## src/hdl/cache_pkg.sv

```systemverilog
package cache_pkg;

   // address split: tag | index | offset
   localparam int addr_w     = 16;
   localparam int line_bytes = 16;
   localparam int line_w     = 128;
   localparam int index_w    = 5;
   localparam int tag_w      = 7;
   localparam int offset_w   = 4;
   localparam int num_lines  = 32;
   localparam int size_full  = 15;

   typedef logic [addr_w-1:0]     addr_t;
   typedef logic [tag_w-1:0]      tag_t;
   typedef logic [index_w-1:0]    index_t;
   typedef logic [offset_w-1:0]   offset_t;
   typedef logic [line_w-1:0]     line_t;
   typedef logic [line_bytes-1:0] byte_mask_t;
   typedef logic [3:0]            size_t;

   // processor request, rw high for a write
   typedef struct packed {
      logic  rw;
      addr_t addr;
      size_t size;
      line_t wdata;
   } cpu_req_t;

   // memory bus request, addr always line aligned
   typedef struct packed {
      logic  wr;
      addr_t addr;
      line_t wdata;
   } bus_req_t;

   typedef enum logic [3:0] {
      idle, rd, rd_hit, rd_miss, rd_evict,
      wr, wr_hit, wr_miss, wr_evict
   } cache_state_t;

endpackage

```

## src/hdl/cache_data_array.sv

```systemverilog
`timescale 1ns/1ns

module cache_data_array
   import cache_pkg::*;
(
   input  logic       clk,
   input  index_t     index,
   input  logic       data_we,
   input  logic       fill,
   input  byte_mask_t byte_mask,
   input  line_t      wdata_aligned,
   input  line_t      fill_data,
   output line_t      line_rdata
);

   line_t mem [num_lines];

   // async read of the addressed line
   assign line_rdata = mem[index];

   always_ff @(posedge clk)
   begin
      if (data_we)
      begin
         if (fill)
         begin
            // refill from the bus replaces the whole line
            mem[index] <= fill_data;
         end
         else
         begin
            for (int b = 0; b < line_bytes; b++)
            begin
               if (byte_mask[b])
               begin
                  mem[index][8*b +: 8] <= wdata_aligned[8*b +: 8];
               end
            end
         end
      end
   end

endmodule

```

## config.mk

```make
export PLATFORM = sky130hd
export DESIGN_NAME = cache_data_array
export DESIGN_NICKNAME = d
export VERILOG_FILES = /design/src/hdl/cache_pkg.sv /design/src/hdl/cache_data_array.sv
export SDC_FILE = /design/constraint.sdc
export NUM_CORES = 2
export LEC_CHECK = 0
export BUFFER_PORTS_ARGS = -buffer_cell sky130_fd_sc_hd__buf_2
export CAP_MARGIN = 30
export CORE_UTILIZATION = 40
export DETAILED_ROUTE_END_ITERATION = 12
export PLACE_DENSITY = 0.53
export SLEW_MARGIN = 20
export SYNTH_ARGS = -nofsm -noshare
export SYNTH_HDL_FRONTEND = slang
export SYNTH_SLANG_ARGS = --single-unit
```

## constraint.sdc

```tcl
create_clock -name clk -period 3.4 [get_ports clk]
set_input_delay 0.17 -clock clk [delete_from_list [all_inputs] [get_ports clk]]
set_output_delay 0.17 -clock clk [all_outputs]
set_load 0.03 [all_outputs]
```

## Yosys cells after proc, flatten, opt, wreduce, memory -nomap -nowiden

Memory sizes are Yosys's and may differ from the RTL's.
Cells that the tools add are included.

- Mux-type cells: 83
- Bitwise logic cells: 16

Operators with widths:

| operator | count |
|---|---|
| $mux 8 | 16 |
| $mux 1 | 67 |
| $or 1x1->1 | 16 |

- Flip-flop bits (word level): 0
- RAM bits: 4096
- Input bits: 280
- Output and inout port bits: 128
- Logic and storage cells: 100
- Memories kept: 1

Memories:

| memory | words | bits a word | rd ports | clocked after Yosys merged registers in | write ports | RTL line | RTL |
|---|---|---|---|---|---|---|---|
| mem | 32 | 128 | 1 | 0 | 1 | cache_data_array.sv:16 | `line_t mem [num_lines];` |

## Depth between registers and ports, before layout

- Depth after elaboration: 5
- Depth in mapped cells: 8
- Gate-level depth less buffers: 4

## Least setup slack after synthesis

Ideal clock, no wire load.

- Path kind: input to register
- Start point: in index[4]
- End point: mem mem[16][100] in the netlist's numbering (enable)
- Setup time: 0.370 ns
- Arrival: 1.636 ns
- Data required time: 3.030 ns
- Slack: 1.394 ns
- Cell stages on the path: 6
- Buffers on the path: 3
- Cell sequence: buf_2 -> buf_2 -> nor3b_1 -> nand2_1 -> clkbuf_1 -> nor2_1

RTL lines:

| what | RTL line | RTL |
|---|---|---|
| from (decl) | cache_data_array.sv:7 | `input index_t index,` |
| to (decl) | cache_data_array.sv:16 |  |

No word-level cell before the write port.

## Worst setup path after layout

- Start point: in index[3]
- End point: out line_rdata[123]

- Cells in the longest elaborated chain, start to end: 1

Ends and longest elaborated chain:

| what | RTL line | RTL |
|---|---|---|
| $mem_v2 32x128 | - |  |
| to (decl) | cache_data_array.sv:13 | `output line_t line_rdata` |

No other way between the ends.

==> qor.csv <==
metric,value,unit
Fillers,33500,
Vert. Die Dim,631,µm
register area share after synthesis,0.778,
dpl cells,14400,
total negative slack,0,ps
RSZ-0062 raised after global routing,no,
Placement Cell Area,0.170,mm²
vias,84500,
post-synth top area cell,edfxtp_1,
largest net degree at the start of global routing,79,
final design area excluding fillers,0.183,mm²
Arrival @ worst endpoint,3080,ps
hpwl dp,279000,µm
period utilization,0.957,
I/O Pins,408,
grt ovf,0,
Max Root-Sink Buffers,4,
crit path launch type,input port,
Post-Route WL,446000,µm
Async SR Flop Fraction,0,
Routed WL per cell,29.3,µm
Max IR drop VDD,0.000423,V
static leakage,64.4,nW
Mapped Cells,8835,
synthesized flop and latch total,4096,
global-route wire length before repair,625000,µm
worst slack at placement,113,ps
CTS root buf,clkbuf_16,
CTS tree,done,
area share of the largest cell type after synthesis,0.778,
# DRC,0,
postcts setup bufs,0,
Final GP Congestion,0.801,
critical path class,input port to output port,
Hold Path Origin,wdata_aligned[124],
Syn Area/Cell,17.9,µm²
Yosys warnings,0,
Slew @ Worst Pin,1050,ps
post-synthesis instance area,0.158,mm²
Worst Setup SP,index[3],
initial antenna violation count,35,
status,"complete, no violations",
Antenna Violating Nets Remaining,0,
clk slew on worst S/H paths,60,ps
overall power,108,mW
multi-input logic area,0.0332,mm²
Seq. cell area,0.123,mm²
crit-path max FO,30,
Final nets,9920,
Max transition margin,0.300,
Starting Density,0.402,
Final Setup Violations,0,
Hold WC Path Type,input port to flip-flop,
Final min period,3250,ps
Syn Nets,9115,
Core ar.,0.393,mm²
Layout Area Growth over Synthesis,15.9,%
layout cells sized above 1,0.167,
Die X-Extent,631,µm
CP required,3230,ps
clk sink count,4096,
achievable frequency,0.307,GHz
clock buffer count from CTS,424,
Via density,5.55,
Pwr per Cell Area,588,mW/mm²
Initial DRC Count,7827,
Post-synth top flop,edfxtp_1,
number of global-route vias before repair,84500,
die area,0.398,mm²
cell types occupying the most area after synthesis,"edfxtp_1 78%, mux2i_1 13%, o22ai_1 4.0%",
Largest Register,mem,
Final Hold Viols,0,
max cap viols,0,
Synth cell types,25,
Total GRT Usage,0.219,
Post-synth EDFFs,4096,
num rows,230,
Final Non-Filler Cells,15200,
critical path capture point type,output port,
H-tree depth,5,
port bufs,407,
Pins Over Slew Limit,0,
max reg flops,4096,
Largest regs,mem x4096,
Initial DRT Pass Iterations,5,
min setup slack post-route,145,ps
==> path summary, 6_finish.rpt <==
path	to	depth (start not counted)
worst max-delay path	line_rdata[123]	8
worst min-delay path	mem[15][124]$_DFFE_PP_	2
==> cell usage in the layout, fill, tap and decap left out, drive strengths merged <==
master / n
clkbuf: 521
nor2: 515
or4: 1
nor2b: 3
inv: 7
buf: 900
and3b: 2
nor3: 1
nand4b: 4
nand3: 4
clkinvlp: 15
mux2: 128
or4b: 4
and3: 1
and2: 1
mux2i: 2048
nand4: 1
dlygate4sd3: 27
bufinv: 30
diode: 15
o22ai: 1024
nand2: 173
nor4: 256
edfxtp: 4096
o21ai: 16
nor3b: 2
nand4bb: 6
clkinv: 205
==> timing repair <==
item | in CTS | in global routing
hold endpoints to repair | 323 | 0
hold buffers | 28 | 0
gates resized for setup | 0 | 0
==> cell families (layout without fill, tap and decap cells) <==
family | after synthesis | count (layout) | synth area share
multiplexers | 2176 | 2176 | 0.139
other | 0 | 15 | 0
AO/OA/AOI/OAI | 1040 | 1040 | 0.0410
buffers and inverters | 549 | 1705 | 0.0148
AND/OR/NAND/NOR | 974 | 974 | 0.0280
flip-flops | 4096 | 4096 | 0.778
==> synth_stat cells, types with 6 or more instances <==
master	n
buf_1	43
buf_2	198
buf_4	7
clkbuf_1	300
edfxtp_1	4096
mux2_2	128
mux2i_1	2048
nand2_1	173
nand4bb_1	6
nor2_1	515
nor4_1	256
o21ai_1	16
o22ai_1	1024
==> critical path, cell delays in order <==
cell and delay, ps:
buf_2 400, or4b_4 690, buf_4 390, o22ai_1 160, nor4_1 720, buf_4 230, nand2_1 90, buf_2 200
==> through the flow <==
step	util	hold WS (ps)
3_5_place_dp	0.431	951
3_3_place_gp	0.431	949
5_1_grt	0.466	55.6
4_1_cts	0.466	0.587
6_report	0.466	46.8
2_1_floorplan	-	695
==> final cells by class <==
cell class	instances	area share
clock buffers	520	0.0607
flip-flops and latches	4096	0.671
multi-input cells	4190	0.181
clock inverters	257	0.0122
well taps	5220	0.0356
repair buffers	928	0.0389
diodes	15	0.000205
==> layer usage <==
metal	track usage	routed length [µm]	up-vias
li1	-	-	37200
met3	0.0257	24600	626
met5	0	32	-
met4	0.0602	11600	4
met2	0.375	223000	2677
met1	0.294	187000	44000
==> power breakdown <==
group | switching (mW) | internal, mW | total [mW]
Sequential | 0.112 | 56.4 | 56.5
Clock | 19.4 | 25.5 | 44.9
Combinational | 4.49 | 1.84 | 6.33
Total | 24.0 | 83.7 | 108
Power figures use the tool's default switching activity.
