### src/hdl/cache_pkg.sv
package cache_pkg;

   // address split: tag | index | offset
   localparam int addr_w     = 16;
   localparam int line_bytes = 16;
   localparam int line_w     = 128;
   localparam int index_w    = 5;
   localparam int tag_w      = 7;
   localparam int offset_w   = 4;
   localparam int num_lines  = 32;
   localparam int size_full  = 15;

   typedef logic [addr_w-1:0]     addr_t;
   typedef logic [tag_w-1:0]      tag_t;
   typedef logic [index_w-1:0]    index_t;
   typedef logic [offset_w-1:0]   offset_t;
   typedef logic [line_w-1:0]     line_t;
   typedef logic [line_bytes-1:0] byte_mask_t;
   typedef logic [3:0]            size_t;

   // processor request, rw high for a write
   typedef struct packed {
      logic  rw;
      addr_t addr;
      size_t size;
      line_t wdata;
   } cpu_req_t;

   // memory bus request, addr always line aligned
   typedef struct packed {
      logic  wr;
      addr_t addr;
      line_t wdata;
   } bus_req_t;

   typedef enum logic [3:0] {
      idle, rd, rd_hit, rd_miss, rd_evict,
      wr, wr_hit, wr_miss, wr_evict
   } cache_state_t;

endpackage

### src/hdl/cache_cpu_port.sv
`timescale 1ns/1ns

module cache_cpu_port
   import cache_pkg::*;
(
   input  cpu_req_t   req,
   input  line_t      line_rdata,
   output byte_mask_t byte_mask,
   output line_t      wdata_aligned,
   output line_t      data_read
);

   offset_t                 offset;
   logic [offset_w+2:0]     shift_bits;
   logic [2*line_bytes-1:0] size_ones;
   logic [2*line_bytes-1:0] run_mask;

   assign offset = req.addr[offset_w-1:0];

   // byte offset turned into a bit shift
   assign shift_bits = {offset, 3'b000};

   // contiguous run of size bytes, placed at the offset
   always_comb
   begin
      size_ones = (32'd1 << req.size) - 32'd1;
      run_mask  = size_ones << offset;
   end

   // bytes that would fall past the line end are cut off here
   always_comb
   begin
      if (req.size == size_t'(size_full))
      begin
         byte_mask = '1;
      end
      else
      begin
         byte_mask = run_mask[line_bytes-1:0];
      end
   end

   // write data starts at byte 0 of req.wdata
   assign wdata_aligned = req.wdata << shift_bits;

   // read data, zero filled from the top
   assign data_read = line_rdata >> shift_bits;

   // only power of two sizes up to 8 bytes, or a full line
   always_comb
   begin
      assert final (req.size inside {4'd1, 4'd2, 4'd4, 4'd8, size_t'(size_full)})
         else $error("[ERROR] req.size illegal: 0x%h", req.size);
   end

endmodule

### config.mk
export PLATFORM = sky130hd
export DESIGN_NAME = cache_cpu_port
export DESIGN_NICKNAME = d
export VERILOG_FILES = /design/src/hdl/cache_pkg.sv /design/src/hdl/cache_cpu_port.sv
export SDC_FILE = /design/constraint.sdc
export NUM_CORES = 1
export LEC_CHECK = 0
export BUFFER_PORTS_ARGS = -buffer_cell sky130_fd_sc_hd__buf_2
export CORE_AREA = 4 4 210 212
export DETAILED_ROUTE_END_ITERATION = 8
export DIE_AREA = 0 0 214 216
export PLACE_DENSITY = 0.5
export SLEW_MARGIN = 10
export SYNTH_ARGS = -nofsm -noshare
export SYNTH_HDL_FRONTEND = slang
export SYNTH_SLANG_ARGS = --single-unit
### constraint.sdc
create_clock -name vclk -period 2.8
set_input_delay 0.14 -clock vclk [all_inputs]
set_output_delay 0.14 -clock vclk [all_outputs]
set_load 0.01 [all_outputs]
# [After elaboration in Yosys (flattened, before gate mapping)]
# Index checks and enable logic that the tools add are counted.
# Widths: inputs -> output; s select.
[op_classes] add_sub_neg=1 n_mul=0 div=0 order_cmp=0 n_eq_ne=1 shifts=4 mux=1 n_bitwise=0 reduce_logical=0
[ops] cell="$shl 128x7->128" n=1
[ops] cell="$shr 128x7->128" n=1
[ops] cell="$shl 1x4->32 const A" n=1
[ops] cell="$shl 32x4->16" n=1
[ops] cell="$sub 32x1->32 const B" n=1
[ops] cell="$mux 16" n=1
[ops] cell="$eq 4x4->1 const B" n=1
[totals] reg_bits=0 latchBits=0 mem_bits_rw=0 romBits=0 out_inout_bits=272 mem_count=0

# [Logic depth before layout (Yosys ltp)]
[logic_depth] ltp_word=4 depth_mapped=12 depth_no_buf=9

# [Worst setup path after synthesis]
# Ideal clock, no wire load.
[synth_path] path_type="input to output" startpoint="in req[131] (netlist bit)" endpoint="out byte_mask[9]" t_arrival_ns=2.214 t_required_ns=2.660 path_slack_ns=0.446 stages=11 n_path_buf=2 cell_sequence="buf_6 -> or2_4 -> nor3_2 -> inv_2 -> ha_1 -> buf_4 -> nor2_2 -> nand4_1 -> and3_4 -> a2111o_1 -> o221ai_1"
[synth_between] elab_chain_cells=4 elab_cells_between_ends=5 cone_classes="add/sub (1); eq/ne (1); shift (2); mux (1)"
[synth_lines] item="start: declaration" line="cache_cpu_port.sv:6" text="input cpu_req_t req,"
[synth_lines] item="$shl 1x4->32" line="cache_cpu_port.sv:26" text="size_ones = (32'd1 << req.size) - 32'd1;"
[synth_lines] item="$sub 32x1->32" line="cache_cpu_port.sv:26"
[synth_lines] item="$shl 32x4->16" line="cache_cpu_port.sv:27" text="run_mask = size_ones << offset;"
[synth_lines] item="$mux 16 *" line="cache_cpu_port.sv:33" text="if (req.size == size_t'(size_full))"
[synth_lines] item="end: declaration" line="cache_cpu_port.sv:8" text="output byte_mask_t byte_mask,"
# Mark *: on every way between the ends. The rest lies on a longest branch, timed or not.

# [Final worst setup path]
# Same ends and word-level chain as after synthesis.

==> reports/metrics.csv <==
stage;metric;value;unit
route;drc;0;
route;drtIter0Drc;1519;
critical_path;worstPathCellList;buf_2 -> or2_4 -> nor3_2 -> inv_2 -> ha_2 -> buf_4 -> nor3_4 -> o2111ai_2 -> and3_1 -> a2111o_1 -> o221ai_1 -> buf_2;
pwr;power_frac_seq;0;
final_layout;layout_commonest_cell;buf_2;
final_layout;register_area;0;um^2
floorplanning;rows;75;
timing;setup_tns;0;ns
placement;place_hpwl;45200;um
synthesis;yosysTopAreaCellShare;0.294;
placement;dp_cells;2555;
critical_path;critPathMostFrequentCell;buf_2;
pwr;switching_power;1.70;mW
critical_path;worstSetupStartpointType;input pin;
critical_path;critPathBufInv;4;
floorplanning;die_y;216;um
critical_path;endpoint_kind;primary output;
pwr;clockPowerShare;0;
placement;portBuffers;536;
global_routing;overflow;0;
pwr;power_frac_comb;1.000;
worst_hold_path;hold_class;in -> out;
timing;hold_violations;0;
route;drt-total-wl;57800;um
floorplanning;initial_core_util;0.249;
route;wl_per_cell;22.6;um
global_routing;grt_max_degree;99;
critical_path;path_max_fanout;12;
timing;setup_viol;0;
flow_run;drv_cap;0;
timing;final-max-slew-violation-count;0;
critical_path;slowest_stage;a2111o_1;
cts;cts_setup_buffers;0;
route;drtPass1Iterations;6;
timing;timing.fmax;385;MHz
global_routing;grt_pass1_vias;13900;
final_layout;mostFrequentLayoutCells;532 x buf_2, 307 x mux2i_1, 241 x nand2_1, 160 x a21oi_1, 114 x nor2_1;
pwr;p_leak;6.97;nW
critical_path;arrival;2.46;ns
critical_path;cpPeakStageDelay;0.34;ns
synthesis;netlist_top_cells_area;mux2i_1 29%, nand2_1 8.6%, a21oi_1 7.7%, mux4_2 6.0%, and2_1 5.1%;
timing;finalCritPeriodShare;0.928;
final_layout;drive_gt1_frac;0.339;
critical_path;path_class;in -> out;
synthesis;syn_area;10500;um^2
synthesis;postSynthAreaPerCell;6.59;um^2
timing;final.min_clock_period;2.60;ns
floorplanning;die_w;214;um
final_layout;clock_buffers;0;
timing;relSlewSlack;0.522;
pwr;ir_worst_vdd;0.144;mV
synthesis;ys_types;72;
timing;rsz0062_at_grt;no;
route;vias_per_cell;5.64;
synthesis;netlist_instances;1588;
pwr;p_int;1.12;mW
route;ant_nets;0;
placement;gp_congestion;0.973;
pwr;p_per_area;204;nW/um^2
final_layout;nNetsFinal;2296;
critical_path;required;2.66;ns
final_layout;final_cells;2560;
timing;worst_slew_pin_slew;0.716;ns
final_layout;syn_to_final_growth;31.9;%
route;num_vias;14400;
global_routing;antenna_found_initial;7;
cts;cts.repair.resized;0;
synthesis;synth_nets;1866;
synthesis;yosysWarnings;0;
synthesis;ys_seq_area_frac;0;
floorplanning;ioPinCount;549;
floorplanning;core;41900;um^2
final_layout;seq_cells;0;
global_routing;track_usage;0.228;
global_routing;grt_pass1_wl;85900;um
pwr;swShare;0.602;
run_status;status;finished, final reports clean;
floorplanning;die-area;46200;um^2
cts;cts_hold_buf;0;
critical_path;crit_family;simple AND/OR/NAND/NOR gates;
synthesis;synth.largest_area_cell;mux2i_1;
==> cell usage after synthesis (3+ instances only) <==
| master | n |
|---|---|
| a211o_1 | 7 |
| a211oi_1 | 47 |
| a21o_1 | 3 |
| a21oi_1 | 160 |
| a22oi_1 | 3 |
| a311oi_1 | 35 |
| a31oi_1 | 19 |
| and2_1 | 85 |
| and3_1 | 60 |
| buf_1 | 14 |
| buf_2 | 63 |
| buf_4 | 13 |
| buf_6 | 4 |
| clkbuf_1 | 82 |
| inv_2 | 3 |
| mux2_2 | 26 |
| mux2i_1 | 307 |
| mux4_2 | 28 |
| nand2_1 | 241 |
| nand2b_1 | 6 |
| nand3_1 | 20 |
| nand3b_1 | 3 |
| nor2_1 | 117 |
| nor2_2 | 3 |
| nor2b_1 | 38 |
| nor3_1 | 33 |
| nor4_1 | 3 |
| o211ai_1 | 6 |
| o21a_1 | 3 |
| o21ai_0 | 73 |
| o21ai_1 | 12 |
| o221ai_1 | 3 |
| o22ai_1 | 17 |
| o31ai_1 | 5 |
==> layer usage <==
layer	wire length [um]	vias up	track usage	part of all wire
li1	-	6700	-	-
met1	25000	6917	0.304	0.43
met2	27600	713	0.396	0.48
met3	3550	105	0.0233	0.061
met4	1600	2	0.0545	0.028
met5	8	-	0	0.00014
==> power by group through the flow <==
stage / sequential (mW) / combinational (mW) / clock, mW
after floorplan: 0 / 1.65 / 0
after global placement: 0 / 2.80 / 0
after detailed placement: 0 / 2.79 / 0
after CTS: 0 / 2.81 / 0
after global routing: 0 / 3.04 / 0.000000191
final: 0 / 2.82 / 0.000000239
==> worst paths after layout <==
kind	endpoint	cells past startpoint	from
worst max-delay path	byte_mask[9]	12	req[131]
worst min-delay path	wdata_aligned[1]	3	req[1]
==> tightest hold or removal path, stage by stage <==
cell    delay (ns)
buf_2         0.12
and3_1        0.15
buf_2         0.12
==> per-stage QoR <==
step | hold WS (ns) | total power [mW] | cell area (um^2) | worst slack, ns | util
floorplan | 0.435 | 1.65 | 10500 | 0.446 | -
detailed placement | 0.663 | 2.79 | 13800 | 0.0998 | 0.328
global route | 0.688 | 3.04 | 13800 | 0.0582 | 0.329
global placement | 0.652 | 2.80 | 13800 | 0.109 | 0.328
finish | 0.669 | 2.82 | 13800 | 0.201 | 0.329
CTS | 0.667 | 2.81 | 13800 | 0.0913 | 0.328
==> final cells by class <==
cell class | instances | area [um^2]
well taps | 539 | 674
fillers | 4678 | 28200
diodes | 5 | 12.5
repair buffers | 604 | 3410
multi-input cells | 1406 | 9660
inverters | 6 | 35.0
==> logic make-up after synthesis <==
logic type,after synthesis,share of synthesized area
AOI/OAI and AO/OA,420,0.249
xor gates and xnor gates,2,0.00168
adders and majority gates,1,0.00120
buffers and inverters,182,0.0804
and+or+nand+nor,622,0.286
muxes,361,0.382
No activity file was read; power rests on OpenSTA's default activity.
