--- src/hdl/cache_pkg.sv ---
package cache_pkg;

   // address split: tag | index | offset
   localparam int addr_w     = 16;
   localparam int line_bytes = 16;
   localparam int line_w     = 128;
   localparam int index_w    = 5;
   localparam int tag_w      = 7;
   localparam int offset_w   = 4;
   localparam int num_lines  = 32;
   localparam int size_full  = 15;

   typedef logic [addr_w-1:0]     addr_t;
   typedef logic [tag_w-1:0]      tag_t;
   typedef logic [index_w-1:0]    index_t;
   typedef logic [offset_w-1:0]   offset_t;
   typedef logic [line_w-1:0]     line_t;
   typedef logic [line_bytes-1:0] byte_mask_t;
   typedef logic [3:0]            size_t;

   // processor request, rw high for a write
   typedef struct packed {
      logic  rw;
      addr_t addr;
      size_t size;
      line_t wdata;
   } cpu_req_t;

   // memory bus request, addr always line aligned
   typedef struct packed {
      logic  wr;
      addr_t addr;
      line_t wdata;
   } bus_req_t;

   typedef enum logic [3:0] {
      idle, rd, rd_hit, rd_miss, rd_evict,
      wr, wr_hit, wr_miss, wr_evict
   } cache_state_t;

endpackage

--- src/hdl/cache_controller.sv ---
`timescale 1ns/1ns

module cache_controller
   import cache_pkg::*;
(
   input  logic clk,
   input  logic rst_n,
   input  logic enable,
   input  logic rw,
   input  logic hit,
   input  logic evict,
   input  logic bus_done,
   output logic ready,
   output logic tag_we,
   output logic set_dirty,
   output logic data_we,
   output logic fill,
   output logic start_fill,
   output logic start_evict
);

   cache_state_t state;
   cache_state_t state_next;
   logic         in_miss;
   logic         in_evict_next;
   logic         in_miss_next;

   always_ff @(posedge clk)
   begin
      if (!rst_n)
      begin
         state <= idle;
      end
      else
      begin
         state <= state_next;
      end
   end

   always_comb
   begin
      state_next = state;
      case (state)
         idle:     if (enable) state_next = rw ? wr : rd;
         rd:       state_next = hit ? rd_hit : (evict ? rd_evict : rd_miss);
         rd_miss:  if (bus_done) state_next = rd_hit;
         rd_evict: if (bus_done) state_next = rd_miss;
         rd_hit:   state_next = idle;
         wr:       state_next = hit ? wr_hit : (evict ? wr_evict : wr_miss);
         wr_miss:  if (bus_done) state_next = wr_hit;
         wr_evict: if (bus_done) state_next = wr_miss;
         wr_hit:   state_next = idle;
         default:  state_next = idle;
      endcase
   end

   assign in_miss       = (state == rd_miss) || (state == wr_miss);
   assign in_miss_next  = (state_next == rd_miss) || (state_next == wr_miss);
   assign in_evict_next = (state_next == rd_evict) || (state_next == wr_evict);

   // refill writes the bus line and installs the tag clean
   assign fill      = in_miss;
   assign tag_we    = in_miss && bus_done;
   assign data_we   = (in_miss && bus_done) || (state == wr_hit);
   assign set_dirty = (state == wr_hit);
   assign ready     = (state == rd_hit) || (state == wr_hit);

   // one cycle pulse in the first cycle of a miss or evict state
   always_ff @(posedge clk)
   begin
      if (!rst_n)
      begin
         start_fill  <= 1'b0;
         start_evict <= 1'b0;
      end
      else
      begin
         start_fill  <= in_miss_next && (state_next != state);
         start_evict <= in_evict_next && (state_next != state);
      end
   end

   // ready only once the tag store agrees the line is present
   a_ready_on_hit: assert property (@(posedge clk) disable iff (!rst_n)
      ready |-> hit);

   // processor keeps the request up for the whole transaction
   a_enable_held: assert property (@(posedge clk) disable iff (!rst_n)
      (state != idle) && !ready |-> enable);

endmodule

--- config.mk ---
export PLATFORM = sky130hd
export DESIGN_NAME = cache_controller
export DESIGN_NICKNAME = d
export VERILOG_FILES = /design/src/hdl/cache_pkg.sv /design/src/hdl/cache_controller.sv
export SDC_FILE = /design/constraint.sdc
export NUM_CORES = 1
export LEC_CHECK = 0
export BUFFER_PORTS_ARGS = -buffer_cell sky130_fd_sc_hd__buf_2
export CORE_AREA = 2 2 39 41
export DETAILED_ROUTE_END_ITERATION = 16
export DIE_AREA = 0 0 41 43
export GPL_TIMING_DRIVEN = 0
export PLACE_DENSITY_LB_ADDON = 0.08
export SLEW_MARGIN = 40
export SYNTH_ARGS = -nofsm -noshare
export SYNTH_HDL_FRONTEND = slang
export SYNTH_SLANG_ARGS = --single-unit
export TNS_END_PERCENT = 100
--- constraint.sdc ---
create_clock -name clk -period 2.08 [get_ports clk]
set_input_delay 0.416 -clock clk [delete_from_list [all_inputs] [get_ports clk]]
set_output_delay 0.416 -clock clk [all_outputs]
set_load 0.03 [all_outputs]
======== Word level (Yosys, flattened, before mapping) ========
Cells that the tools add are included.
word-level totals
  input bits .............................. 7
  word-level logic and storage cells ...... 36
  bits in registers ....................... 6
cells by class
  multiplexer cells ....................... 11
  eq/ne operators ......................... 13
  reduce and logical (&&, ||, !) cells .... 9
operators with widths
  operator            number
  $mux 4              7
  $pmux 4 s7          1
  $eq 4x3->1 const B  6
  $eq 4x2->1 const B  3
  $mux 3              3
  $eq 4x4->1 const B  2
  $logic_or 1x1->1    5
  $eq 4x1->1 const B  1
  $logic_not 4->1     1
  $ne 4x4->1          1
  $logic_and 1x1->1   3

======== Longest topological paths before layout ========
  depth after elaboration ................. 6
  mapped depth ............................ 5

======== Worst setup path after synthesis ========
No wires, ideal clock.
  path kind ............................... register to output
  from .................................... register state[2]
  to ...................................... output data_we
  stages on the path, launching flop included .. 5
  path buffers ............................ 1
  slack ................................... 0.263 ns
  data arrival time ....................... 1.401 ns
  data required time ...................... 1.664 ns
  path through ............................ dfxtp_1 > buf_6 > or2b_1 > nor2_1 > or2_2
RTL lines
  what                    RTL line                text
  from (decl)             cache_controller.sv:22  cache_state_t state;
  from (signal assigned)  cache_controller.sv:32  state <= idle;
  from (signal assigned)  cache_controller.sv:36  state <= state_next;
  $eq 4x3->1              --
  named net set_dirty     cache_controller.sv:15  output logic set_dirty,
  $logic_or 1x1->1        cache_controller.sv:64  assign data_we = (in_miss && bus_done) || (state == wr_hit);
  to (decl)               cache_controller.sv:16  output logic data_we,
The timed path passes the listed nets, and every way through them passes these cells.

======== Worst setup path after layout ========
  from .................................... register state[0]
  to ...................................... output data_we
between the ends
  longest elaborated chain between the ends .. 4
RTL lines
  what                                      RTL line                text
  $eq 4x2->1 or $eq 4x3->1 (tied branches)  cache_controller.sv:57  assign in_miss = (state == rd_miss) || (state == wr_miss);
  $logic_or 1x1->1                          cache_controller.sv:57
  $logic_and 1x1->1                         cache_controller.sv:64
  $logic_or 1x1->1 (*)                      cache_controller.sv:64
Every way passes the cells marked *; elsewhere a longest branch is shown, timed or not.

==> key figures <==
Status
  • Status: complete, no violations

Place
  • Placed Instances: a little over 80
  • Post-detail-place hpwl: between 700 and 800 µm
  • I/O Buffers: 13
  • Final GP Congestion: roughly 0.71

Hold path
  • WHS Path Cells: 2
  • Hold Path Class: in2reg
  • WHS Endpoint: state[1]
  • Hold path startpoint: rst_n

Logic synthesis
  • Mapped Area: 455 µm²
  • EDFF count, synth: 0
  • Avg Cell Area, Syn: 8.43 µm²
  • Fraction of registers with async set/reset: 0
  • Synth Instances: 54
  • Syn Nets: roughly 60
  • Yosys warns: 0
  • Seq/Total Area, Yosys: 0.264
  • Largest area contributor in the netlist: dfxtp_1
  • Dominant synthesized flop cell: dfxtp_1
  • Dominant cells by area after synthesis: dfxtp_1 26%, nor2_1 4.9%, nor3b_1 4.9%
  • Yosys top cell area share: 0.264
  • Register bit total from synthesis: 6
  • Post-synth cell types: 35

Die
  • Initial Utilization: 0.329
  • Core region area: between 1000 and 1500 µm²
  • Die width: around 40 µm
  • Cell Rows: 14
  • Die H: between 40 and 50 µm
  • I/O Pins: 14
  • Die area: approximately 1800 µm²

Timing
  • Final setup fails: 0
  • Slew HR: 0.782
  • Unrepaired setup endpoints after global routing: no
  • Total negative slack: 0 ns
  • Slew Limit Fails: 0
  • Final hold vios: 0
  • Clock skew: about 0.0011 ns
  • Fmax: between 500 and 600 MHz
  • Minimum clock period: 1.95 ns
  • Worst Max-Slew Pin Slew: about 0.32 ns
  • Tcrit/Tclk final: 0.936

Worst setup path
  • CP most frequent cell: buf_2
  • CP max stage delay: between 0.3 and 0.4 ns
  • R2r setup slk: roughly 0.44 ns
  • CP max FO: 10
  • Crit end category: output pin
  • R2R depth: 5
  • CP cell instances: buf_2, nor2b_1, and3_1, or2_2, buf_2
  • Critical path arrival: 1.53 ns
  • Worst R2R End: start_fill
  • Slowest CP cell: dfxtp_1
  • RR Startpoint: state[2]
  • Critical path startpoint category: register
  • Crit Path Category: reg2out
  • Worst Path Required: roughly 1.7 ns

Power and ir drop
  • Overall power: 0.351 mW
  • Peak VDD IR: between 0.0003 and 0.0004 V
  • Pwr Density: 626 nW/µm²
  • Leak: around 0.26 nW

Finish
  • # diodes: 0
  • Number of fill cells: 150
  • Layout net count: just under 80
  • Area Growth Syn to Fin: 23.1%
  • Fin cells: 85
  • Layout cell share with drive strength beyond 1: 0.377

GRT
  • GRT overflow: 0
  • First-pass GRT wire length: 1570 µm
  • Vias in the first global route: 368
  • Largest net degree at the start of global routing: 13
  • Global Route Usage Sum: 0.136
  • Initial antenna violation count: 0

Detailed routing
  • Vias per inst: between 5 and 6
  • # DRC: 0
  • Final antenna-violating net count: 0
  • Avg WL per Cell: around 12 µm
  • Pre-antenna DRT Iters: 4
  • DR iter-0 viols: 7
  • Final WL: approximately 1000 µm
  • Vias: approximately 440

Clock tree
  • Longest Clk Path Bufs: 2
  • Root Driver: clkbuf_4
  • Total CTS buffers: 3
  • Clk_lat worst skew: between 0.2 and 0.25 ns
  • Clock Sinks: 6
  • H-tree depth: 1
  • Clock Pin Slew Worst Setup and Hold Paths: around 0.04 ns
  • CTS tree: done

Flow run
  • Maxcap violations: 0
critical path, delay by kind of cell, from the launching register on:
| family | cells | cell delay [ns] |
|---|---|---|
| simple gates | 3 | 0.63 |
| flops | 1 | 0.31 |
| buf+inv | 2 | 0.35 |
placed cells by master, fill, tap and decap left out, types with 2 or more instances in the layout:
cell type,instances
nor2b_1,2
nor3_1,2
xnor2_1,2
dfxtp_1,5
buf_2,15
inv_1,2
nor2_1,6
nand2b_1,2
and2_1,2
clkbuf_4,3
nor3b_1,3
per-layer routing:
metal  up-vias  track usage  routed length (µm)
met3         3       0.0157                  52
met2        13        0.178                 422
met5         -            0                   0
met4         0        0.120                  28
li1        227            -                   -
met1       193        0.184                 499
Yosys cell counts, types with 2 or more instances:
master and n:
dfxtp_1 6, xnor2_1 2, nor3b_1 3, and2_1 2, nor3_1 2, inv_1 2
nor2_1 6, buf_2 2, nor2b_1 2, nand2b_1 2
worst max-delay path by stage:
| stage | from | end | slack, ns | cells after the start |
|---|---|---|---|---|
| 2_1_floorplan | state[2] | data_we | 0.26 | 4 |
| 3_3_place_gp | state[3] | data_we | 0.23 | 5 |
| 3_5_place_dp | state[3] | data_we | 0.23 | 5 |
| 4_1_cts | state[3] | data_we | 0.1 | 4 |
| 5_1_grt | state[0] | data_we | 0.06 | 5 |
| 6_report | state[0] | data_we | 0.13 | 5 |
flip-flops by register name, summed over array words and instances, names as in the netlist:
| signal | count |
|---|---|
| start_evict | 1 |
| start_fill | 1 |
| state | 4 |
power breakdown:
part           internal, mW  switching, mW
Combinational        0.0520         0.0650
Clock                0.0651         0.0393
Sequential            0.125        0.00458
timing repair:
item	CTS	global route
endpoints found under the setup margin	1	1
setup buffers	0	0
resized for setup	0	1
hold buffers	0	0
cloned	0	0
cells by family (layout without fill, tap and decap cells):
kind of cell	count (synthesis)	count (layout)	share of synthesized area
AND/OR/NAND/NOR	28	28	0.409
XOR/XNOR	2	2	0.0385
flip-flops	6	6	0.264
AO/OA/AOI/OAI	12	12	0.217
buffers and inverters	6	21	0.0714
final cells by class:
cell class | instances | area (µm²) | share of cell area
clock buffer | 3 | 22.5 | 0.0402
timing repair buffer | 13 | 65.1 | 0.116
inverter | 2 | 7.51 | 0.0134
multi-input combinational | 42 | 303 | 0.540
buffer | 3 | 21.3 | 0.0379
tap | 16 | 20.0 | 0.0357
sequential | 6 | 121 | 0.217
through the flow:
stage	hold WS [ns]	utilization	area [µm²]	setup slack [ns]
finish	0.452	0.405	561	0.134
global route	0.445	0.405	561	0.0566
CTS	0.440	0.404	559	0.0996
detailed placement	0.662	0.391	541	0.226
global placement	0.657	0.391	541	0.226
floorplan	0.533	-	455	0.263
No activity file was read; power rests on OpenSTA's default activity.
