--- config.mk ---
export PLATFORM = sky130hd
export DESIGN_NAME = cache_tag_store
export DESIGN_NICKNAME = d
export VERILOG_FILES = /design/src/hdl/cache_pkg.sv /design/src/hdl/cache_tag_store.sv
export SDC_FILE = /design/constraint.sdc
export NUM_CORES = 1
export LEC_CHECK = 0
export ABC_AREA = 1
export ABC_CLOCK_PERIOD_IN_PS = 3800
export BUFFER_PORTS_ARGS = -buffer_cell sky130_fd_sc_hd__buf_2
export CORE_ASPECT_RATIO = 0.9
export CORE_MARGIN = 3
export CORE_UTILIZATION = 35
export CTS_BUF_LIST = sky130_fd_sc_hd__clkbuf_4 sky130_fd_sc_hd__clkbuf_8 sky130_fd_sc_hd__clkbuf_16
export DETAILED_ROUTE_END_ITERATION = 8
export PLACE_DENSITY_LB_ADDON = 0.05
export SYNTH_ARGS = -nofsm -noshare
export SYNTH_HDL_FRONTEND = slang
export SYNTH_SLANG_ARGS = --single-unit
--- constraint.sdc ---
create_clock -name clk -period 3.8 [get_ports clk]
set_input_delay 0.19 -clock clk [delete_from_list [all_inputs] [get_ports clk]]
set_output_delay 0.19 -clock clk [all_outputs]
set_load 0.005 [all_outputs]
--- src/hdl/cache_pkg.sv ---
package cache_pkg;

   // address split: tag | index | offset
   localparam int addr_w     = 16;
   localparam int line_bytes = 16;
   localparam int line_w     = 128;
   localparam int index_w    = 5;
   localparam int tag_w      = 7;
   localparam int offset_w   = 4;
   localparam int num_lines  = 32;
   localparam int size_full  = 15;

   typedef logic [addr_w-1:0]     addr_t;
   typedef logic [tag_w-1:0]      tag_t;
   typedef logic [index_w-1:0]    index_t;
   typedef logic [offset_w-1:0]   offset_t;
   typedef logic [line_w-1:0]     line_t;
   typedef logic [line_bytes-1:0] byte_mask_t;
   typedef logic [3:0]            size_t;

   // processor request, rw high for a write
   typedef struct packed {
      logic  rw;
      addr_t addr;
      size_t size;
      line_t wdata;
   } cpu_req_t;

   // memory bus request, addr always line aligned
   typedef struct packed {
      logic  wr;
      addr_t addr;
      line_t wdata;
   } bus_req_t;

   typedef enum logic [3:0] {
      idle, rd, rd_hit, rd_miss, rd_evict,
      wr, wr_hit, wr_miss, wr_evict
   } cache_state_t;

endpackage

--- src/hdl/cache_tag_store.sv ---
`timescale 1ns/1ns

module cache_tag_store
   import cache_pkg::*;
(
   input  logic  clk,
   input  logic  rst_n,
   input  addr_t addr,
   input  logic  tag_we,
   input  logic  set_dirty,
   output logic  hit,
   output logic  evict,
   output tag_t  victim_tag
);

   tag_t                 tags [num_lines];
   logic [num_lines-1:0] valid;
   logic [num_lines-1:0] dirty;

   tag_t   req_tag;
   index_t index;
   logic   match;

   assign req_tag = addr[addr_w-1 -: tag_w];
   assign index   = addr[offset_w +: index_w];

   // lookup is combinational on the current address
   assign victim_tag = tags[index];
   assign match      = (tags[index] == req_tag);
   assign hit        = valid[index] && match;

   // a clean victim is simply overwritten by the refill
   assign evict = valid[index] && dirty[index] && !match;

   always_ff @(posedge clk)
   begin
      if (tag_we)
      begin
         tags[index] <= req_tag;
      end
   end

   // refill installs a clean line, a write hit makes it dirty
   always_ff @(posedge clk)
   begin
      if (!rst_n)
      begin
         valid <= '0;
         dirty <= '0;
      end
      else if (tag_we)
      begin
         valid[index] <= 1'b1;
         dirty[index] <= 1'b0;
      end
      else if (set_dirty)
      begin
         dirty[index] <= 1'b1;
      end
   end

endmodule

# After elaboration in Yosys (flattened, before gate mapping)
# Memories as Yosys holds them, arrays and structs flattened.
# Cells that the tools add are included.
# totals
ff_bits	64
mem_bits_rw	224
elab_cells	26
mem_count	1
# classes
n_lt_le_gt_ge	2
eq_ne	1
mux	10
n_bitwise	4
n_reduce_logical	6
# mem_list
name	depth	width	read_ports	rd_ports_with_merged_regs	write_ports	line	text
tags	32	7	1	0	1	cache_tag_store.sv:16	tag_t tags [num_lines];
# op_table
operator	n
32-bit two-way mux	2
32-bit bitwise OR	2
32-bit AND	1
32-bit inverter	1
1-bit binary-select mux with 5-bit select	2
7-bit == test	1
5-bit by 6-bit less-than comparator with 1-bit output (second input constant)	1
1-bit demux with 5-bit select	1
5-bit by 1-bit greater-or-equal comparator with 1-bit output (second input constant)	1
1-bit two-way mux	5
1-bit logical AND	4
2-bit nonzero test	1
1-bit zero test	1

# Logic depth before layout (Yosys ltp)
# Gate-level depths: netlist of the first run.
# logic_depth
depth_word	7
ltp_mapped	16
ltp_nobuf	15

# Worst setup path after synthesis of the first run
# Ideal clock, no wire load.
# synth_timing
path_kind	in2reg
startpoint	input addr[7]
endpoint	memory tags[24][0] in the netlist's numbering, enable pin
setup_time_ps	385
arrival_time_ps	1616
required_ps	3415
path_slack_ps	1799
stages	6
cell_sequence	clkbuf_2 inv_2 nor3_4 buf_4 inv_1 nor3_1
# synth_lines
item	line	text
start, declared	cache_tag_store.sv:8	input addr_t addr,
end, declared	cache_tag_store.sv:16	
# No word-level cell before the write port.

# Final worst setup path of the first run
# layout_timing
startpoint	input addr[5]
endpoint	output evict
# layout_via
elab_chain_len	4
# layout_rtl
item	line	text
memory read 32 x 7 bit or 1-bit binary-select mux with 5-bit select (tied branches)	-	
7-bit == test or 1-bit two-way mux (tied branches)	cache_tag_store.sv:29, cache_tag_store.sv:33	
1-bit zero test or 1-bit logical AND (tied branches)	cache_tag_store.sv:33	assign evict = valid[index] && dirty[index] && !match;
1-bit logical AND *	cache_tag_store.sv:33	
end, declared	cache_tag_store.sv:12	output logic evict,
# Every way passes the cells marked *; elsewhere a longest branch is shown, timed or not. The select of a mux whose other input is x is not followed.

==> results of run 1 <==
==> power by group through the flow <==
| stage | Clock (mW) | Sequential [mW] | Combinational (mW) |
|---|---|---|---|
| 2_1_floorplan | 0 | 3.50 | 0.256 |
| 6_report | 3.38 | 3.44 | 0.457 |
| 3_5_place_dp | 0 | 3.51 | 0.467 |
| 3_3_place_gp | 0 | 3.50 | 0.467 |
| 5_1_grt | 3.60 | 3.44 | 0.514 |
| 4_1_cts | 3.46 | 3.44 | 0.469 |
==> path summary, 6_finish.rpt <==
| check | to | slack [ps] | depth (start not counted) |
|---|---|---|---|
| worst max-delay path | evict | 820 | 13 |
| worst min-delay path | valid[14] | 160 | 3 |
| worst max register to register | flop | 3100 | 2 |
| worst min register to register | valid[12] | 460 | 2 |
==> through the flow <==
step | worst slack (ps) | util (%) | hold slack [ps]
6_report | 816 | 41.5 | 163
5_1_grt | 627 | 41.5 | 161
4_1_cts | 799 | 41.5 | 140
3_5_place_dp | 807 | 38.0 | 449
3_3_place_gp | 782 | 38.0 | 446
2_1_floorplan | 1800 | - | 289
==> critical path: stages <==
cell and delay [ps]:
buf_2 300, buf_12 300, nor2_1 60, buf_4 230, inv_1 470, o22ai_1 140
o21ai_0 360, nand2_1 120, nor3_2 260, inv_1 60, nand2_1 60, nor2_1 60
buf_2 130
==> logic make-up after synthesis <==
group | Yosys count | share of synthesized area (%)
AO/OA/AOI/OAI | 104 | 5.58
buffers and inverters | 132 | 4.62
flip-flops | 288 | 65.6
AND/OR/NAND/NOR | 731 | 24.2
==> synth_stat cells <==
master and count:
nand3b_1 1, inv_4 1, nor3_4 6, o21ai_1 2, buf_1 2, a21o_1 2
nand3_2 1, buf_6 1, nand3_1 36, a21oi_1 23, buf_4 7, inv_1 64
nor3_2 4, nand4_1 1, nand2_1 591, o22ai_1 12, buf_2 24, dfxtp_1 64
inv_2 5, nand2_2 5, nor2_2 1, a211oi_1 16, a22oi_1 20, clkbuf_2 2
clkbuf_1 26, edfxtp_1 224, nor3_1 29, o21a_1 20, nor2_1 56, o21ai_0 9
==> area by class of cell <==
type / instances / area share, %
Tap cell: 462 / 4.08
Clock buffer: 53 / 7.42
Multi-Input combinational cell: 835 / 25.6
Sequential cell: 288 / 56.5
Clock inverter: 9 / 0.891
Inverter: 70 / 1.88
Timing Repair Buffer: 71 / 3.62
==> routing by layer <==
layer	track usage (%)	wire (um)	vias up	part of all wire (%)
met1	27.3	16800	4061	49
li1	-	-	4246	-
met2	28.8	15200	145	44
met3	2.32	1300	48	3.8
met5	0	0	-	0
met4	5.32	877	0	2.6
==> results.md, run 1 <==
* Vias per cell at 4.75
* Setup Buffers After CTS at 0
* Crit Path Max Fanout at 35
* Longest Clk Path Bufs at 3
* Post-synthesis sequential area ratio at 65.6%
* CTS tree: done
* Sequential power share at 47.3%
* Flops & latches, synth at roughly 290
* Pin count of the biggest net entering global routing at roughly 100
* Placed Area at 0.0130 mm2
* Root Buffer: clkbuf_16
* FF/Latch Area at 0.00801 mm2
* Area share of the largest cell type after synthesis at 55.1%
* Dpl hpwl at 20900 um
* CTS resizes at 0
* Fillers at 3419
* Final setup TNS at 0 ps
* Syn. warnings at 0
* Status: finished clean
* Comb pwr share at 6.3%
* CTS buffer count at 35
* Worst Path Class, Setup: primary input to primary output
* Hold_sp: tag_we
* Internal power at 5.67 mW
* Clock skew at 0 ps
* Slew Viols, Final at 0
* Post-Syn Nets at 1275
* Crit. End Element: primary output
* Ant diodes at 0
* I/O Buffers at 24
* Setup crit start kind: primary input
* Cell area after layout at 0.0142 mm2
* Tcrit/Tclk final at about 80%
* Max transition margin at a little over two fifths
* Clk_lat worst skew at approximately 500 ps
* Hold Vio Cnt, Final at 0
* Average size of a mapped cell at 9.73 um2
* Tot Pwr at about 7.3 mW
* Final wirelength at 34100 um
* Drt pass-1 iters at 5
* Synth area leaders: edfxtp_1 55%, nand2_1 18%, dfxtp_1 10%
* Drt first-iter violations at 595
* Worst vdd ir at 0.000250 V
* Total global-route track usage at 18.5%
* FP Rows at 64
* Initial Util at a little over a third
* Vias in the first global route at 8279
* PD cells at 513 mW/mm2
* GRT overflow at 0
* Layout area overhead at 16.2%
* Die Span X at 203 um
* RSZ-0062 raised after global routing: false
* Clk slew on worst S/H paths at about 60 ps
* Share of layout cells above drive strength 1 at 11.6%
* Core ar. at between 0.03 and 0.04 mm2
* FMAX at 335 MHz
* Detail Route Antenna Nets at 0
* DRC errors left at 0
* DR WL/cell at 19.1 um
* H-tree level count at 2
* Vias at 8500
* Pleak at 5.77 nW
* First-pass GRT wire length at 52100 um
* Most common cell after layout, fill and taps aside: nand2_1
* WP data arrival at 2790 ps
* CTS sink count at 288
* CP Data Required Time at about 3600 ps
* Layout Nets at 1321
* Post-synthesis instance total at 1255
* Min cycle time layout at 2980 ps
* Initial antenna violation count at 0
* Final Wtd Congestion at 0.777
* Total placed cells including tap cells at 1726
* Switching share of power at 22.1%
* Type of the worst min-delay path: primary input to flop
* Cell Area, Synth at ~0.012 mm2
* Switching pwr at 1.61 mW
* Critical Path Source: addr[5]
* Hold-fix buffers, CTS at 0
* Final setup violation count at 0
* Distinct cells, synth at 30
* Die height at 183 um
* Synth area leader: edfxtp_1
* Area occupied by multi-input gates at 0.00364 mm2
* Non-Filler Instances at approximately 1800
* Top Ports at 29
* Commonest non-fill, non-tap cells in the layout: 591 x nand2_1, 224 x edfxtp_1, 64 x inv_1, 64 x dfxtp_1, 55 x nor2_1
* Die area at about 0.037 mm2
* Clk network pwr share at 46.5%
* Worst slew pin tran at about 870 ps
* Max-Cap Viols at 0
Power figures use the tool's default switching activity.
==> run 2: changes to the inputs <==
ABC_AREA = 0   (was 1)
ABC_CLOCK_PERIOD_IN_PS = 3050   (was 3800)
clock period = 3.05 ns   (was 3.8 ns; I/O delays follow)
==> results.md, run 2 <==
* Status: finished clean
* Setup crit start kind: primary input
* Die height at 179 um (-2.5%)
* Setup Buffers After CTS at 0 (unchanged)
* Fillers at 2895 (-15%)
* Average size of a mapped cell at 15.7 um2 (+61%)
* Synth area leader: edfxtp_1
* Hold Vio Cnt, Final at 0 (unchanged)
* Worst Path Class, Setup: primary input to primary output
* Crit-path max cell delay at 690 ps (+220 ps)
* Area share of the largest cell type after synthesis at 58.1% (+2.9 points)
* Post-synth EDFFs at 224 (unchanged)
* Pleak at 4.84 nW (-16%)
* Cell with the most instances after synthesis: edfxtp_1
* CP max-delay cell: or4b_1
* Clock skew at 0 ps (unchanged)
* Final wirelength at 31600 um (-7.3%)
* Initial antenna violation count at 0 (unchanged)
* Flops & latches, synth at 288 (unchanged)
* Core ar. at 0.0323 mm2 (-5.6%)
* Initial Util at 35.9% (+0.21 points)
* Final setup violation count at 0 (unchanged)
* Die Span X at 198 um (-2.5%)
* Top Ports at 29 (unchanged)
* CTS tree: done
* Distinct cells, synth at 41 (+37%)
* Syn. warnings at 0 (unchanged)
* Crit. End Element: primary output
* DR WL/cell at 25.1 um (+32%)
* Async set-reset flop share out of synthesis at 0% (unchanged)
* FP Rows at 62 (-3.1%)
* Worst vdd ir at 0.000339 V (+35%)
* Post-Syn Nets at 759 (-40%)
* Drt first-iter violations at 447 (-25%)
* Layout area overhead at 18.3%
* WP data arrival at 2740 ps (-50 ps)
* Vias at 6686 (-21%)
* FMAX at 346 MHz
* Root Buffer: clkbuf_16
* Setup ws final at 157 ps (-659 ps)
* Detail Route Antenna Nets at 0 (unchanged)
* WP buf/inv at 4 (-2)
* Die area at 0.0353 mm2 (-4.9%)
* H-tree level count at 2 (unchanged)
* Clk_lat worst skew at 500 ps (about the same)
* GRT overflow at 0 (unchanged)
* Pin count of the biggest net entering global routing at 65 (-36%)
* DRC errors left at 0 (unchanged)
* RSZ-0062 raised after global routing: false
* CP Data Required Time at 2900 ps (-710 ps)
* Synth top cells by count: 224 x edfxtp_1, 112 x mux2i_1, 64 x dfxtp_1
* Layout Nets at 838 (-37%)
* Final setup TNS at 0 ps (unchanged)
* Cell family with most CP delay: simple AND/OR/NAND/NOR gates
* Total global-route track usage at 18.1% (-0.35 points)
* PD cells at 660 mW/mm2 (+29%)
* Most common cell after layout, fill and taps aside: edfxtp_1
* Slew Viols, Final at 0 (unchanged)
* Commonest non-fill, non-tap cells in the layout: 224 x edfxtp_1, 112 x mux2i_1, 66 x buf_4, 64 x dfxtp_1, 56 x o22ai_1
* Vias per cell at 5.31 (+12%)
* Max-Cap Viols at 0 (unchanged)
* Dpl hpwl at 21600 um (+3.2%)
* Leading register cell type out of synthesis: edfxtp_1
* Vias in the first global route at 6896 (-17%)
* Min cycle time layout at 2890 ps
* Pre-CTS setup slack at 169 ps (-637 ps)
* I/O Buffers at 24 (unchanged)
* Type of the worst min-delay path: primary input to flop
* First-pass GRT wire length at 46300 um (-11%)
* Finished Core Util at 42.5% (+1.0 points)
* Max transition margin at 34.2% (-7.7 points)
* CP cell instances: buf_2 > or4b_1 > o22ai_1 > nor4_1 > buf_4 > nand2_1 > xor2_1 > nor4_2 > buf_4 > a21oi_1 > buf_2
* CTS sink count at 288 (unchanged)
* Synth area leaders: edfxtp_1 58%, dfxtp_1 11%, mux2i_1 9.7%
* Drt pass-1 iters at 5 (unchanged)
* Cell Area, Synth at 0.0116 mm2 (-5.1%)
* Longest Clk Path Bufs at 3 (unchanged)
* Tcrit/Tclk final at 94.9%
* Post-synthesis sequential area ratio at 69.1% (+3.5 points)
* CTS buffer count at 34 (-2.9%)
* Final Wtd Congestion at 0.835 (+7.6%)
* Clk slew on worst S/H paths at 60 ps (about the same)
* Post-synthesis instance total at 739 (-41%)
* Ant diodes at 0 (unchanged)
* Share of layout cells above drive strength 1 at 21.4% (+9.7 points)
* Worst slew pin tran at 987 ps (+119 ps)
* Crit Path Max Fanout at 17 (-51%)
-- run 2: cells by family (layout without fill, tap and decap cells) --
family	count (synthesis)	count (layout)	share of synthesized area [%]
AO/OA/AOI/OAI	129	129	7.04
multiplexers	128	128	12.8
XOR/XNOR	7	7	0.529
AND/OR/NAND/NOR	136	136	7.87
flip-flops	288	288	69.1
buffers and inverters	51	155	2.66
-- run 2: report_power, final --
group	switching, mW	leakage, nW	internal, mW	total, mW
registers	0.0130	2.53	4.27	4.29
clock network	1.54	0.589	2.71	4.25
logic	0.323	1.72	0.192	0.515
total	1.88	4.84	7.17	9.05
-- run 2: final timing paths --
check	from	slack (ps)	endpoint	depth (start not counted)
worst max-delay path	addr[7]	160	evict	11
worst min-delay path	addr[15]	210	tags[0][6]	2
worst max register to register	flop	2350	flop	2
worst min register to register	valid[25]	460	valid[25]	1
-- run 2: final cells by class --
type                            instances  area [um2]  share of cell area [%]
Multi-Input combinational cell        400        3280                    23.9
Timing Repair Buffer                   94         702                    5.12
Sequential cell                       288        8010                    58.4
Clock inverter                         19         224                    1.63
Tap cell                              416         520                    3.80
Clock buffer                           42         981                    7.15
-- run 2: per-stage QoR --
step	power, mW	hold WS (ps)	instance area (um2)	instances
5_1_grt	9.35	224	13700	1259
3_3_place_gp	4.88	441	12500	1198
4_1_cts	9.15	216	13700	1259
2_1_floorplan	4.65	251	11600	739
3_5_place_dp	4.89	448	12500	1198
6_report	9.05	212	13700	1259
-- run 2: per-layer routing --
| metal | GRT usage (%) | share of wire [%] | vias to the layer above |
|---|---|---|---|
| met5 | 0 | 0 | - |
| met3 | 2.93 | 4.1 | 43 |
| met2 | 28.8 | 46 | 143 |
| li1 | - | - | 3070 |
| met1 | 26.2 | 48 | 3430 |
| met4 | 4.51 | 2.0 | 0 |
-- run 2: repair_timing --
action,in CTS,in global routing
hold buffers,0,0
endpoints found under the setup margin,0,1
resized for setup,0,1
==> run 3: changes to the inputs <==
ABC_AREA = 1   (was 0)
CORE_ASPECT_RATIO = 1.25   (was 0.9)
CORE_MARGIN = not set   (was 3)
==> results.md, run 3 (synthesis gave the netlist of run 1 again) <==
* Final Wtd Congestion at 0.776 (-7.1%)
* Final hold slack at 78.7 ps (-134 ps)
* Slew Viols, Final at 0 (unchanged)
* Vias at 8491 (+27%)
* Status: finished clean
* FP Rows at 76 (+23%)
* Clock skew at 0 ps (unchanged)
* Most used cell, CP: nand2_1
* FMAX at 363 MHz (+5.0%)
* WP buf/inv at 1 (-3)
* Min cycle time layout at 2760 ps (-137 ps)
* Pleak at 5.74 nW (+19%)
* Levels on crit path at 14 (+3)
* CP cell instances: nand2_1 > nand2_1 > nand2_1 > nand2_1 > nand2_1 > nand2_1 > nor2_1 > nand2_1 > nand2_1 > nand2_1 > nor2_1 > nand2_1 > nor3_2 > buf_2
* Setup crit start kind: flop
* Cell family with most CP delay: simple AND/OR/NAND/NOR gates
* Drt pass-1 iters at 5 (unchanged)
* CTS buffer count at 31 (-8.8%)
* Worst slew pin tran at 735 ps (-252 ps)
* DR WL/cell at 19.1 um (-24%)
* Final setup violation count at 0 (unchanged)
* WP data arrival at 2600 ps (-140 ps)
* Initial Util at 35.5% (-0.45 points)
* Root Buffer: clkbuf_16
* Core ar. at 0.0344 mm2 (+6.7%)
* Max-Cap Viols at 0 (unchanged)
* Commonest non-fill, non-tap cells in the layout: 591 x nand2_1, 224 x edfxtp_1, 64 x inv_1, 64 x dfxtp_1, 55 x nor2_1
* Tot Pwr at 8.55 mW (-5.5%)
* DRC errors left at 0 (unchanged)
* Detail Route Antenna Nets at 0 (unchanged)
* Vias in the first global route at 8192 (+19%)
* Most common cell after layout, fill and taps aside: nand2_1
* Crit-path max cell delay at 350 ps (-340 ps)
* Fillers at 3459 (+19%)
* Crit Path Max Fanout at 2 (-15)
* Vias per cell at 4.72 (-11%)
* Crit. End Element: primary output
* Longest Clk Path Bufs at 3 (unchanged)
* Worst Path Class, Setup: flop to primary output
* Die Span X at 169 um (-15%)
* Clk slew on worst S/H paths at 60 ps (about the same)
* Dpl hpwl at 21700 um (+0.74%)
* Drt first-iter violations at 629 (+41%)
* Total global-route track usage at 19.7% (+1.6 points)
* Cells on worst reg2reg path at 2 (unchanged)
* Max transition margin at 50.9% (+17 points)
* Setup Buffers After CTS at 0 (unchanged)
* First-pass GRT wire length at 51900 um (+12%)
* CTS tree: done
* Top Ports at 29 (unchanged)
* Share of layout cells above drive strength 1 at 11.4% (-10 points)
* Type of the worst min-delay path: primary input to flop
* GRT overflow at 0 (unchanged)
* RSZ-0062 raised after global routing: false
* Hold Vio Cnt, Final at 0 (unchanged)
* Ant diodes at 0 (unchanged)
* Layout area overhead at 15.7%
* H-tree level count at 1 (-1)
* Pin count of the biggest net entering global routing at 46 (-29%)
* Initial antenna violation count at 0 (unchanged)
* Final setup TNS at 0 ps (unchanged)
* PD cells at 606 mW/mm2 (-8.3%)
* Die height at 211 um (+18%)
* WHS Path Cells at 1 (-1)
* Layout Nets at 1326 (+58%)
* Tcrit/Tclk final at 90.4% (-4.5 points)
* Clk_lat worst skew at 560 ps (+60 ps)
* CTS resizes at 0 (unchanged)
* Hold-fix buffers, CTS at 1 (+1)
* Worst vdd ir at 0.000289 V (-15%)
* CP max-delay cell: edfxtp_1
* CTS sink count at 288 (unchanged)
* I/O Buffers at 24 (unchanged)
* CP Data Required Time at 2900 ps (about the same)
* Final wirelength at 34300 um (+8.5%)
* Die area at 0.0356 mm2 (+0.86%)
==> run 3: changes by cell type in the layout (fill, tap and decap cells not counted), sizes merged, moves of 35 or more <==
cell   delta
nand3    +35
nor3     +37
mux2i   -112
nand2   +583
o22ai    -44
inv      +69
==> run 3: cell type report <==
| type | instances | area, um2 | area share (%) |
|---|---|---|---|
| clock inverters | 18 | 131 | 0.930 |
| well taps | 468 | 586 | 4.15 |
| flip-flops and latches | 288 | 8010 | 56.7 |
| multi-input cells | 835 | 3640 | 25.7 |
| inverters | 70 | 267 | 1.89 |
| repair buffers | 80 | 633 | 4.48 |
| clock buffers | 39 | 866 | 6.13 |
==> run 3: routing by layer <==
metal  wire length (um)  GRT usage (%)  vias to the layer above  share of wire (%)
met5                  0              0                        -                  0
met1              16200           28.1                     4033                 47
met2              16100           32.2                      177                 47
met3               1390           2.17                       41                4.0
met4                651           4.88                        0                1.9
li1                   -              -                     4240                  -
==> run 3: report_power, final <==
part | leakage [nW] | internal (mW) | switching, mW | total (mW)
registers | 2.53 | 4.27 | 0.0115 | 4.28
clock network | 0.498 | 2.16 | 1.53 | 3.69
logic | 2.71 | 0.153 | 0.425 | 0.579
total | 5.74 | 6.58 | 1.97 | 8.55
==> run 3: through the flow <==
step	cell area [um2]	cells	setup WS [ps]	utilization (%)
after global placement	13100	1740	402	38.1
after CTS	14100	1798	305	41.0
after detailed placement	13100	1740	415	38.1
final	14100	1798	293	41.0
after floorplan	12200	1255	1090	-
after global routing	14100	1798	141	41.0
==> run 3: final timing paths <==
kind	start	end	slack [ps]
worst max-delay path	tags[28][4]	hit	290
worst min-delay path	addr[14]	tags[21][5]	80
worst max register to register	flop	flop	2380
worst min register to register	valid[22]	valid[22]	460
==> run 3: worst register-to-register path, cell delays in order, from the launching register on <==
cell and delay (ps):
dfxtp_1 310, inv_1 50, a211oi_1 220
